`src/logic/alu_pkg.sv`:
```
package alu_pkg;

    localparam int DATA_W      = 32;
    localparam int REG_AW      = 4;
    localparam int NUM_REGS    = 16;
    localparam int CMD_DEPTH   = 4;
    localparam int RES_CREDITS = 2;

    // pointer and counter widths derived from the depths above.
    localparam int CMD_PTR_W = $clog2(CMD_DEPTH);
    localparam int CMD_CNT_W = $clog2(CMD_DEPTH + 1);
    localparam int RES_CNT_W = $clog2(RES_CREDITS + 1);

    // bit 4 of the code separates the one-operand group from the two-operand group.
    typedef enum logic [4:0] {
        ADD         = 5'h00,
        ADDC        = 5'h01,
        SUB         = 5'h02,
        SUBC        = 5'h03,
        AND         = 5'h04,
        OR          = 5'h05,
        XOR         = 5'h06,
        COMP        = 5'h07,
        BIT         = 5'h08,
        MULU        = 5'h09,
        MULS        = 5'h0a,
        INC         = 5'h10,
        DEC         = 5'h11,
        NOT         = 5'h12,
        LOGIC_LEFT  = 5'h13,
        LOGIC_RIGHT = 5'h14,
        ARITH_LEFT  = 5'h15,
        ARITH_RIGHT = 5'h16,
        NEG         = 5'h17,
        SWAP        = 5'h18,
        TEST        = 5'h19,
        SIGN_EXT_B  = 5'h1a,
        SIGN_EXT_W  = 5'h1b,
        LOADI       = 5'h1f
    } alu_op_t;

    typedef struct packed {
        logic carry;
        logic zero;
        logic neg;
        logic over;
    } alu_flags_t;

    // one command word as it travels over the input link.
    typedef struct packed {
        alu_op_t           op;
        logic [REG_AW-1:0] dst;
        logic [REG_AW-1:0] src_a;
        logic [REG_AW-1:0] src_b;
        logic [DATA_W-1:0] imm;
    } alu_cmd_t;

    // written is set when the register file was updated by the command.
    typedef struct packed {
        logic [REG_AW-1:0] dst;
        logic [DATA_W-1:0] value;
        alu_flags_t        flags;
        logic              written;
    } alu_res_t;

endpackage

```
`src/logic/alu.sv`:
```
`timescale 1ns/10ps

module alu (
    input  alu_pkg::alu_op_t           op,
    input  logic [alu_pkg::DATA_W-1:0] a,
    input  logic [alu_pkg::DATA_W-1:0] b,
    input  logic [alu_pkg::DATA_W-1:0] imm,
    input  logic                       carry_in,
    output logic [alu_pkg::DATA_W-1:0] value,
    output alu_pkg::alu_flags_t        flags,
    output logic                       write
);
    import alu_pkg::*;

    logic [DATA_W:0]          ext_a;
    logic [DATA_W:0]          ext_b;
    logic [DATA_W:0]          ext_c;
    logic [DATA_W:0]          ext_one;
    logic [DATA_W:0]          ext_r;
    logic [DATA_W-1:0]        prod_u;
    logic signed [DATA_W-1:0] prod_s;
    logic                     over_flag;

    // the extra top bit of the 33-bit result carries out of the operation.
    always_comb begin
        ext_a   = {1'b0, a};
        ext_b   = {1'b0, b};
        ext_c   = {{DATA_W{1'b0}}, carry_in};
        ext_one = {{DATA_W{1'b0}}, 1'b1};
        prod_u  = {16'h0, a[15:0]} * {16'h0, b[15:0]};
        prod_s  = $signed({{16{a[15]}}, a[15:0]}) * $signed({{16{b[15]}}, b[15:0]});
        ext_r   = '0;
        write   = 1'b1;

        case (op)
            ADD:         ext_r = ext_a + ext_b;
            ADDC:        ext_r = ext_a + ext_b + ext_c;
            SUB:         ext_r = ext_a - ext_b;
            SUBC:        ext_r = ext_a - ext_b - ext_c;
            AND:         ext_r = ext_a & ext_b;
            OR:          ext_r = ext_a | ext_b;
            XOR:         ext_r = ext_a ^ ext_b;
            COMP: begin
                ext_r = ext_a - ext_b;
                write = 1'b0;
            end
            BIT: begin
                ext_r = ext_a & ext_b;
                write = 1'b0;
            end
            MULU:        ext_r = {1'b0, prod_u};
            // the signed product is sign extended into the carry bit.
            MULS:        ext_r = {prod_s[DATA_W-1], prod_s};
            INC:         ext_r = ext_a + ext_one;
            DEC:         ext_r = ext_a - ext_one;
            NOT:         ext_r = ~ext_a;
            LOGIC_LEFT:  ext_r = ext_a << 1;
            // right shifts put the bit shifted out into carry.
            LOGIC_RIGHT: ext_r = {a[0], 1'b0, a[DATA_W-1:1]};
            ARITH_LEFT:  ext_r = {a, 1'b0};
            ARITH_RIGHT: ext_r = {a[0], a[DATA_W-1], a[DATA_W-1:1]};
            NEG:         ext_r = ~ext_a + ext_one;
            SWAP:        ext_r = {1'b0, a[15:0], a[DATA_W-1:16]};
            TEST: begin
                ext_r = ext_a;
                write = 1'b0;
            end
            SIGN_EXT_B:  ext_r = {1'b0, {(DATA_W - 8){a[7]}}, a[7:0]};
            SIGN_EXT_W:  ext_r = {1'b0, {(DATA_W - 16){a[15]}}, a[15:0]};
            LOADI:       ext_r = {1'b0, imm};
            default:     ext_r = '0;
        endcase
    end

    always_comb begin
        case (op)
            // an add overflows when the result sign differs from both operand signs.
            ADD, ADDC: begin
                over_flag = (b[DATA_W-1] != ext_r[DATA_W-1]) &&
                            (a[DATA_W-1] != ext_r[DATA_W-1]);
            end
            // a subtract overflows when the result takes the sign of b against a.
            SUB, SUBC: begin
                over_flag = (b[DATA_W-1] == ext_r[DATA_W-1]) &&
                            (a[DATA_W-1] != ext_r[DATA_W-1]);
            end
            ARITH_LEFT: begin
                over_flag = (a[DATA_W-1] != ext_r[DATA_W-1]);
            end
            default: begin
                over_flag = 1'b0;
            end
        endcase
    end

    // compare-style opcodes leave the destination alone and pass a through.
    assign value = write ? ext_r[DATA_W-1:0] : a;

    assign flags.carry = ext_r[DATA_W];
    assign flags.zero  = (ext_r[DATA_W-1:0] == '0);
    assign flags.neg   = ext_r[DATA_W-1];
    assign flags.over  = over_flag;

endmodule

```
`src/logic/alu_core_top.sv`:
```
`timescale 1ns/10ps

module alu_core_top (
    input  logic              clk,
    input  logic              rst,
    input  logic              cmd_valid,
    input  alu_pkg::alu_cmd_t cmd,
    output logic              cmd_credit,
    output logic              res_valid,
    output alu_pkg::alu_res_t res,
    input  logic              res_credit
);
    import alu_pkg::*;

    logic              q_valid;
    alu_cmd_t          q_cmd;
    logic              q_pop;
    logic [REG_AW-1:0] rd_addr_a;
    logic [REG_AW-1:0] rd_addr_b;
    logic [DATA_W-1:0] rd_data_a;
    logic [DATA_W-1:0] rd_data_b;
    alu_op_t           op;
    logic [DATA_W-1:0] operand_a;
    logic [DATA_W-1:0] operand_b;
    logic [DATA_W-1:0] imm;
    logic              carry;
    logic [DATA_W-1:0] alu_value;
    alu_flags_t        alu_flags;
    logic              alu_write;
    logic              wr_en;
    logic [REG_AW-1:0] wr_addr;
    logic [DATA_W-1:0] wr_data;

    command_queue command_queue_i (
        .clk        (clk),
        .rst        (rst),
        .cmd_valid  (cmd_valid),
        .cmd        (cmd),
        .cmd_credit (cmd_credit),
        .q_valid    (q_valid),
        .q_cmd      (q_cmd),
        .q_pop      (q_pop)
    );

    exec_unit exec_unit_i (
        .clk        (clk),
        .rst        (rst),
        .q_valid    (q_valid),
        .q_cmd      (q_cmd),
        .q_pop      (q_pop),
        .rd_addr_a  (rd_addr_a),
        .rd_addr_b  (rd_addr_b),
        .rd_data_a  (rd_data_a),
        .rd_data_b  (rd_data_b),
        .op         (op),
        .operand_a  (operand_a),
        .operand_b  (operand_b),
        .imm        (imm),
        .carry      (carry),
        .alu_value  (alu_value),
        .alu_flags  (alu_flags),
        .alu_write  (alu_write),
        .wr_en      (wr_en),
        .wr_addr    (wr_addr),
        .wr_data    (wr_data),
        .res_credit (res_credit),
        .res_valid  (res_valid),
        .res        (res)
    );

    register_file register_file_i (
        .clk       (clk),
        .rst       (rst),
        .rd_addr_a (rd_addr_a),
        .rd_addr_b (rd_addr_b),
        .rd_data_a (rd_data_a),
        .rd_data_b (rd_data_b),
        .wr_en     (wr_en),
        .wr_addr   (wr_addr),
        .wr_data   (wr_data)
    );

    alu alu_i (
        .op       (op),
        .a        (operand_a),
        .b        (operand_b),
        .imm      (imm),
        .carry_in (carry),
        .value    (alu_value),
        .flags    (alu_flags),
        .write    (alu_write)
    );

endmodule

```
`src/logic/command_queue.sv`:
```
`timescale 1ns/10ps

module command_queue (
    input  logic              clk,
    input  logic              rst,
    input  logic              cmd_valid,
    input  alu_pkg::alu_cmd_t cmd,
    output logic              cmd_credit,
    output logic              q_valid,
    output alu_pkg::alu_cmd_t q_cmd,
    input  logic              q_pop
);
    import alu_pkg::*;

    alu_cmd_t             mem [CMD_DEPTH];
    logic [CMD_PTR_W-1:0] wr_ptr;
    logic [CMD_PTR_W-1:0] rd_ptr;
    logic [CMD_CNT_W-1:0] count;

    assign q_valid = (count != '0);
    assign q_cmd   = mem[rd_ptr];

    // the sender never pushes without a credit, so there is no full check.
    always_ff @(posedge clk) begin
        if (cmd_valid) begin
            mem[wr_ptr] <= cmd;
        end
    end

    always_ff @(posedge clk) begin
        if (rst) begin
            wr_ptr     <= '0;
            rd_ptr     <= '0;
            count      <= '0;
            cmd_credit <= 1'b0;
        end else begin
            if (cmd_valid) begin
                wr_ptr <= (wr_ptr == CMD_PTR_W'(CMD_DEPTH - 1)) ? '0 : wr_ptr + 1'b1;
            end
            if (q_pop) begin
                rd_ptr <= (rd_ptr == CMD_PTR_W'(CMD_DEPTH - 1)) ? '0 : rd_ptr + 1'b1;
            end
            case ({cmd_valid, q_pop})
                2'b10:   count <= count + 1'b1;
                2'b01:   count <= count - 1'b1;
                default: count <= count;
            endcase
            // each freed entry goes back to the sender as one credit.
            cmd_credit <= q_pop;
        end
    end

endmodule

```
`src/logic/exec_unit.sv`:
```
`timescale 1ns/10ps

module exec_unit (
    input  logic                       clk,
    input  logic                       rst,
    input  logic                       q_valid,
    input  alu_pkg::alu_cmd_t          q_cmd,
    output logic                       q_pop,
    output logic [alu_pkg::REG_AW-1:0] rd_addr_a,
    output logic [alu_pkg::REG_AW-1:0] rd_addr_b,
    input  logic [alu_pkg::DATA_W-1:0] rd_data_a,
    input  logic [alu_pkg::DATA_W-1:0] rd_data_b,
    output alu_pkg::alu_op_t           op,
    output logic [alu_pkg::DATA_W-1:0] operand_a,
    output logic [alu_pkg::DATA_W-1:0] operand_b,
    output logic [alu_pkg::DATA_W-1:0] imm,
    output logic                       carry,
    input  logic [alu_pkg::DATA_W-1:0] alu_value,
    input  alu_pkg::alu_flags_t        alu_flags,
    input  logic                       alu_write,
    output logic                       wr_en,
    output logic [alu_pkg::REG_AW-1:0] wr_addr,
    output logic [alu_pkg::DATA_W-1:0] wr_data,
    input  logic                       res_credit,
    output logic                       res_valid,
    output alu_pkg::alu_res_t          res
);
    import alu_pkg::*;

    logic [RES_CNT_W-1:0] res_cnt;
    alu_flags_t           flags_q;
    logic                 issue;

    // a command issues only when the consumer has room for its result.
    assign issue = q_valid && (res_cnt != '0);
    assign q_pop = issue;

    assign rd_addr_a = q_cmd.src_a;
    assign rd_addr_b = q_cmd.src_b;
    assign op        = q_cmd.op;
    assign operand_a = rd_data_a;
    assign operand_b = rd_data_b;
    assign imm       = q_cmd.imm;
    assign carry     = flags_q.carry;

    assign wr_en   = issue && alu_write;
    assign wr_addr = q_cmd.dst;
    assign wr_data = alu_value;

    always_ff @(posedge clk) begin
        if (rst) begin
            res_cnt   <= RES_CNT_W'(RES_CREDITS);
            flags_q   <= '0;
            res_valid <= 1'b0;
        end else begin
            case ({issue, res_credit})
                2'b10:   res_cnt <= res_cnt - 1'b1;
                2'b01:   res_cnt <= res_cnt + 1'b1;
                default: res_cnt <= res_cnt;
            endcase
            if (issue) begin
                flags_q <= alu_flags;
            end
            res_valid <= issue;
        end
    end

    always_ff @(posedge clk) begin
        if (issue) begin
            res.dst     <= q_cmd.dst;
            res.value   <= alu_value;
            res.flags   <= alu_flags;
            res.written <= alu_write;
        end
    end

endmodule

```
`src/logic/register_file.sv`:
```
`timescale 1ns/10ps

module register_file (
    input  logic                       clk,
    input  logic                       rst,
    input  logic [alu_pkg::REG_AW-1:0] rd_addr_a,
    input  logic [alu_pkg::REG_AW-1:0] rd_addr_b,
    output logic [alu_pkg::DATA_W-1:0] rd_data_a,
    output logic [alu_pkg::DATA_W-1:0] rd_data_b,
    input  logic                       wr_en,
    input  logic [alu_pkg::REG_AW-1:0] wr_addr,
    input  logic [alu_pkg::DATA_W-1:0] wr_data
);
    import alu_pkg::*;

    logic [DATA_W-1:0] regs [NUM_REGS];

    // reads are combinational so a write is visible from the next cycle on.
    assign rd_data_a = regs[rd_addr_a];
    assign rd_data_b = regs[rd_addr_b];

    always_ff @(posedge clk) begin
        if (rst) begin
            for (int i = 0; i < NUM_REGS; i++) begin
                regs[i] <= '0;
            end
        end else if (wr_en) begin
            regs[wr_addr] <= wr_data;
        end
    end

endmodule

```
`config.mk`:
```
export PLATFORM = sky130hd
export DESIGN_NAME = alu_core_top
export DESIGN_NICKNAME = d
export VERILOG_FILES = /design/src/logic/alu_pkg.sv /design/src/logic/alu.sv /design/src/logic/alu_core_top.sv /design/src/logic/command_queue.sv /design/src/logic/exec_unit.sv /design/src/logic/register_file.sv
export SDC_FILE = /design/constraint.sdc
export NUM_CORES = 2
export LEC_CHECK = 0
export BUFFER_PORTS_ARGS = -buffer_cell sky130_fd_sc_hd__buf_2
export CORE_MARGIN = 2
export CORE_UTILIZATION = 40
export CTS_CLUSTER_DIAMETER = 50
export DETAILED_ROUTE_END_ITERATION = 10
export MAX_ROUTING_LAYER = met4
export PLACE_DENSITY_LB_ADDON = 0.3
export SLEW_MARGIN = 20
export SYNTH_ARGS = -nofsm -noshare
export SYNTH_HDL_FRONTEND = slang
export SYNTH_SLANG_ARGS = --single-unit
export TNS_END_PERCENT = 50
```
`constraint.sdc`:
```
create_clock -name clk -period 19.8 [get_ports clk]
set_input_delay 5.94 -clock clk [delete_from_list [all_inputs] [get_ports clk]]
set_output_delay 5.94 -clock clk [all_outputs]
set_load 0.03 [all_outputs]
```
== Word-level counts from Yosys, hierarchy flattened ==
Memory sizes are Yosys's and may differ from the RTL's. A register that Yosys moved wholly into a read port is not among the register bits.
Cells that the tools add are included.

* Register bits after elaboration: 52
* RAM bits: 708
* Output and inout port bits: 43
* Word-level logic and storage cells: 103
* Memories kept: 2

{| class="wikitable"
|+ Memories
! memory !! depth !! width !! read ports !! clocked after Yosys merged registers in !! write ports !! RTL line !! text
|-
| register_file_i.regs || 16 || 32 || 2 || 0 || 16 || register_file.sv:16 || <nowiki>logic [DATA_W-1:0] regs [NUM_REGS];</nowiki>
|-
| command_queue_i.mem || 4 || 49 || 1 || 1 || 1 || command_queue.sv:15 || <nowiki>alu_cmd_t mem [CMD_DEPTH];</nowiki>
|}

* Add/sub/neg operators: 13
* Multipliers: 2
* Eq/ne operators: 32
* Multiplexer cells: 20
* Bitwise logic cells: 4
* Reductions and logical operators: 17

{| class="wikitable"
|+ Operator list
! operator !! count
|-
| one-hot mux 33 bit (21 select lines) || 1
|-
| equality test 5 bit (second input constant) || 13
|-
| multiplier 16 x 16 -> 32 bit || 2
|-
| two-way mux 32 bit || 2
|-
| adder 32 x 1 -> 33 bit (second input constant) || 1
|-
| adder 32 x 32 -> 33 bit || 1
|-
| adder 33 x 1 -> 33 bit || 1
|-
| adder 33 x 1 -> 33 bit (second input constant) || 1
|-
| inverter 32 -> 33 bit || 1
|-
| subtractor 32 x 1 -> 33 bit (second input constant) || 1
|-
| subtractor 32 x 32 -> 33 bit || 1
|-
| subtractor 33 x 1 -> 33 bit || 1
|-
| bitwise AND 32 bit || 1
|-
| logical NOT 32 bit || 1
|-
| OR 32 bit || 1
|-
| OR reduction 32 bit || 1
|-
| bitwise XOR 32 bit || 1
|-
| equality test 5 x 3 -> 1 bit (second input constant) || 4
|-
| equality test 5 x 4 -> 1 bit (second input constant) || 3
|-
| equality test 5 x 2 -> 1 bit (second input constant) || 2
|-
| OR reduction 2 bit || 5
|-
| two-way mux 1 bit || 9
|-
| equality test 2 bit (second input constant) || 4
|-
| two-way mux 2 bit || 4
|-
| 17 further kinds || 26
|}

== Logic depth before layout (Yosys ltp) ==
* Depth after elaboration: 9
* Gate-level depth with buffers: 46

== Cells and area by module ==
From an unflattened synthesis, not the netlist that was laid out.

* Cell total of the unflattened synthesis: 5699
* Area total of the unflattened synthesis: 62986.7 sq um

{| class="wikitable"
|+ Modules (own cells, without submodules)
! module !! instances !! cells an instance !! area each (sq um) !! seq. area each (sq um)
|-
| register_file || 1 || 1687 || 26583.0 || 15374.7
|-
| alu || 1 || 3503 || 26356.5 || 0.0
|-
| command_queue || 1 || 306 || 7562.3 || 6085.8
|-
| exec_unit || 1 || 203 || 2484.9 || 1311.3
|}

== Worst setup path before layout ==
No wires, ideal clock.

* Kind: register to register
* Start: register with a tool-made name
* End: memory register_file_i.regs[0][29], data pin
* Setup time: 0.265 ns
* Arrival: 11.066 ns
* Data required time: 19.535 ns
* Slack: 8.469 ns
* Stages on the path, launching flop included: 42
* Buffers on the path: 10
* Clock period less this slack: 11.331 ns
* Cells stage by stage: dfxtp_1 > buf_6 > buf_2 > buf_2 > buf_2 > buf_1 > mux4_2 > clkbuf_1 > buf_1 > clkbuf_1 > mux4_2 > mux2i_1 > a21oi_1 > clkbuf_1 > nand2_1 > fa_1 > inv_1 > fa_1 > (+6 left out) > fa_1 > inv_1 > ha_1 > a21o_1 > a21o_1 > a21oi_1 > nor2_1 > a311oi_1 > o21ai_0 > a31oi_1 > o31ai_1 > a21o_1 > a31oi_1 > xnor2_1 > a211o_1 > mux2i_1 > buf_2 > nor2_1

{| class="wikitable"
|+ RTL lines
! what !! RTL line
|-
| to (decl) || register_file.sv:16
|}

==> results.cfg <==
[status]
status = finished clean

[synth]
syn_inst = 5914
ys.flop_type = edfxtp_1
synth_warnings = 0
synth_seq_cells = 762
ys_types = 92
syn_area_um2 = 61900
ys_seq_area_share_pct = 36.7
syn_area_per_cell_um2 = 10.5
synth_edf_count = 749
async_reset_ff_share_pct = 0
synth_nets = 6598

[sta]
tightestPinTransition_ns = 1.20
slew_violations = 0
post-route-min-period_ns = 13.83
final.setup_skew_ns = 0.0539
setup_tns_ns = 0
relSlewSlack_pct = 19.6
grt_setup_unrepaired = false
finalSetupViolations = 0
setup_ws_ns = 5.97
hold_viol = 0
fin_crit_sh_pct = 69.8
max_freq_mhz = 72.3

[clock_tree]
cts_tree = built
clockRootBuffer = clkbuf_16
cts.clk_slew.worst_paths_ns = 0.07
clk_latency_ns = 0.72
cts_hold_buf = 0
numCtsBuffers = 88
clock-sinks = 762
htreeDepth = 3
clockBufferDepth = 3
post_cts_buffers = 0
cts_resized = 0

[routing]
routed-via-count = 50700
wl_per_cell_um = 31.4
drt.antenna.violating_nets = 0
drtPass1Iterations = 8
vias_per_cell = 6.32
drt_iter0_drc = 6767
wl_um = 252000
drc = 0

[setup_path]
cpMostUsedCell = inv_1
critPathKind = flop to flop
critPathArrivalTime_ns = 14.27
endpoint_kind = flop
cp_top_family = compound AO/OA/AOI/OAI gates
critPathBufInv = 11
worstReg2RegEnd = register_file_i.regs[12][31]
regToRegSetupSlack_ns = 5.97
slowest_delay_ns = 1.02
startpoint_type = flop
cp_slowest_cell = mux4_4
reg2reg_depth = 39
crit_required_ns = 20.24
worst-path-max-fanout = 52

[floorplan]
io_pins = 96
die_width_um = 398
core-area_um2 = 154000
start_util_pct = 40.3
dieArea_um2 = 158000
die_y_um = 398
num_rows = 144

[global_routing]
grt_max_degree = 53
met3_usage_pct = 6.50
grt_use_total_pct = 32.3
grt_pass1_wl_um = 358000
top_usage_layer = met2
gr-total-overflow = 0
grt_use_met1_pct = 39.4
grt_pass1_vias = 50400
use_met2_pct = 49.9
antenna_found_initial = 13

[hold_path]
min_path_cells = 2
min_from = command_queue_i.count[2]
hp-class = flop to flop
min_to = command_queue_i.count[2]

[place]
portBuffers = 95
place.gp.congestion = 1.05
place_area_um2 = 65000
hpwl_um = 176000
pre_cts_slack_ns = 6.37

[flow_run]
timing.max_cap.violations = 0

[layout]
final_util_pct = 44.3
synthToLayoutAreaGrowth_pct = 10.0
drive_above_1_share_pct = 12.5
nets = 6586
design_area_um2 = 68100
-- layout make-up --
class	count	area [µm²]
inverters	611	2290
fillers	14600	85700
diodes	6	15.0
flip-flops and latches	762	22800
repair buffers	281	1870
clock inverters	59	801
well taps	2044	2560
clock buffers	104	2270
multi-input cells	4158	35600
-- metrics by stage --
stage                     cells  hold WS [ns]
after detailed placement   7856         0.498
after global routing       8024         0.538
after CTS                  8019         0.508
after global placement     7856         0.488
after floorplan            5914         0.454
final                      8025         0.505
-- registers in the layout, indices dropped and copies added (netlist names), named ones only --
name / flops
exec_unit_i.res_valid: 1
register_file_i.regs: 512
command_queue_i.mem: 196
command_queue_i.wr_ptr: 2
command_queue_i.rd_ptr: 2
command_queue_i.count: 3
exec_unit_i.res_cnt: 2
exec_unit_i.res: 41
exec_unit_i.carry: 1
-- how the worst max path moves through the flow --
stage | from | to | depth (start not counted)
finish | flop | register_file_i.regs[12][31] | 39
detailed placement | flop | register_file_i.regs[15][28] | 39
global route | flop | register_file_i.regs[0][28] | 39
floorplan | flop | register_file_i.regs[0][29] | 41
CTS | flop | register_file_i.regs[12][31] | 39
global placement | flop | register_file_i.regs[12][31] | 34
-- cells in the mapped netlist, drive strengths merged (29+ instances only) --
cell type / number / share of area [%]
xnor2: 129 / 1.8
nor4: 39 / 0.43
nand3: 103 / 0.83
nand4: 60 / 0.61
a221oi: 42 / 0.60
clkbuf: 283 / 1.7
buf: 100 / 0.90
a22oi: 85 / 1.0
nand2: 458 / 2.8
ha: 261 / 5.3
a21oi: 195 / 1.6
and3: 29 / 0.29
inv: 598 / 3.6
nor3: 68 / 0.56
mux4: 189 / 6.9
fa: 370 / 12
edfxtp: 749 / 36
xor2: 50 / 0.71
o211ai: 43 / 0.52
nor2b: 48 / 0.48
mux2i: 407 / 6.6
nor2: 805 / 4.9
a211oi: 49 / 0.59
a21o: 36 / 0.44
o21ai: 159 / 1.3
nand2b: 41 / 0.41
and2: 34 / 0.34
-- kinds of logic (layout without fill, tap and decap cells) --
kind of cell	Yosys count	after routing	share of synthesized area (%)
flops	762	762	36.7
mux	608	608	13.7
other cells	0	6	0
xor+xnor	179	179	2.53
simple gates	1809	1809	13.1
buf+inv	994	1055	6.32
fa+ha+maj	631	631	17.2
compound gates	931	931	10.4
-- cell usage in the layout, fill, tap and decap left out, types with 18 or more instances in the layout --
cell and instances:
mux2i_1 398, nor4_1 36, nand2_1 441, a22oi_1 85, o2111ai_1 18, clkbuf_16 88
mux4_2 183, a21o_1 36, xor2_1 50, and2_1 30, a2111oi_0 18, clkinv_1 20
buf_2 95, nor3_1 66, or3_1 27, a31oi_1 23, nor2_1 794, nand2b_1 25
o211ai_1 43, o22ai_1 28, a211oi_1 49, edfxtp_1 749, o21ai_1 19, nand3_1 103
inv_1 588, buf_4 186, fa_1 370, a21oi_1 190, nor2b_1 48, a32oi_1 19
o21ai_0 136, xnor2_1 129, and3_1 29, a221oi_1 41, nand4_1 60, o21bai_1 24
ha_1 261, o31ai_1 22
-- layer usage --
| metal | part of all wire (%) | vias up |
|---|---|---|
| li1 | - | 21100 |
| met1 | 37 | 25600 |
| met2 | 46 | 3249 |
| met3 | 10 | 815 |
| met4 | 6.7 | 0 |
| met5 | 0 | - |
-- worst register-to-register path, delay by kind of cell, from the launching register on --
kind / cells / cell delay [ns]
compound gates: 13 / 3.48
simple gates: 4 / 1.09
flops: 1 / 0.74
mux: 2 / 1.31
xor+xnor: 1 / 0.38
buf+inv: 11 / 3.16
fa+ha+maj: 8 / 3.39
Power is left out: the tool's default activity adds up to more than one toggle a clock period on the data nets, which glitch-free logic cannot reach.
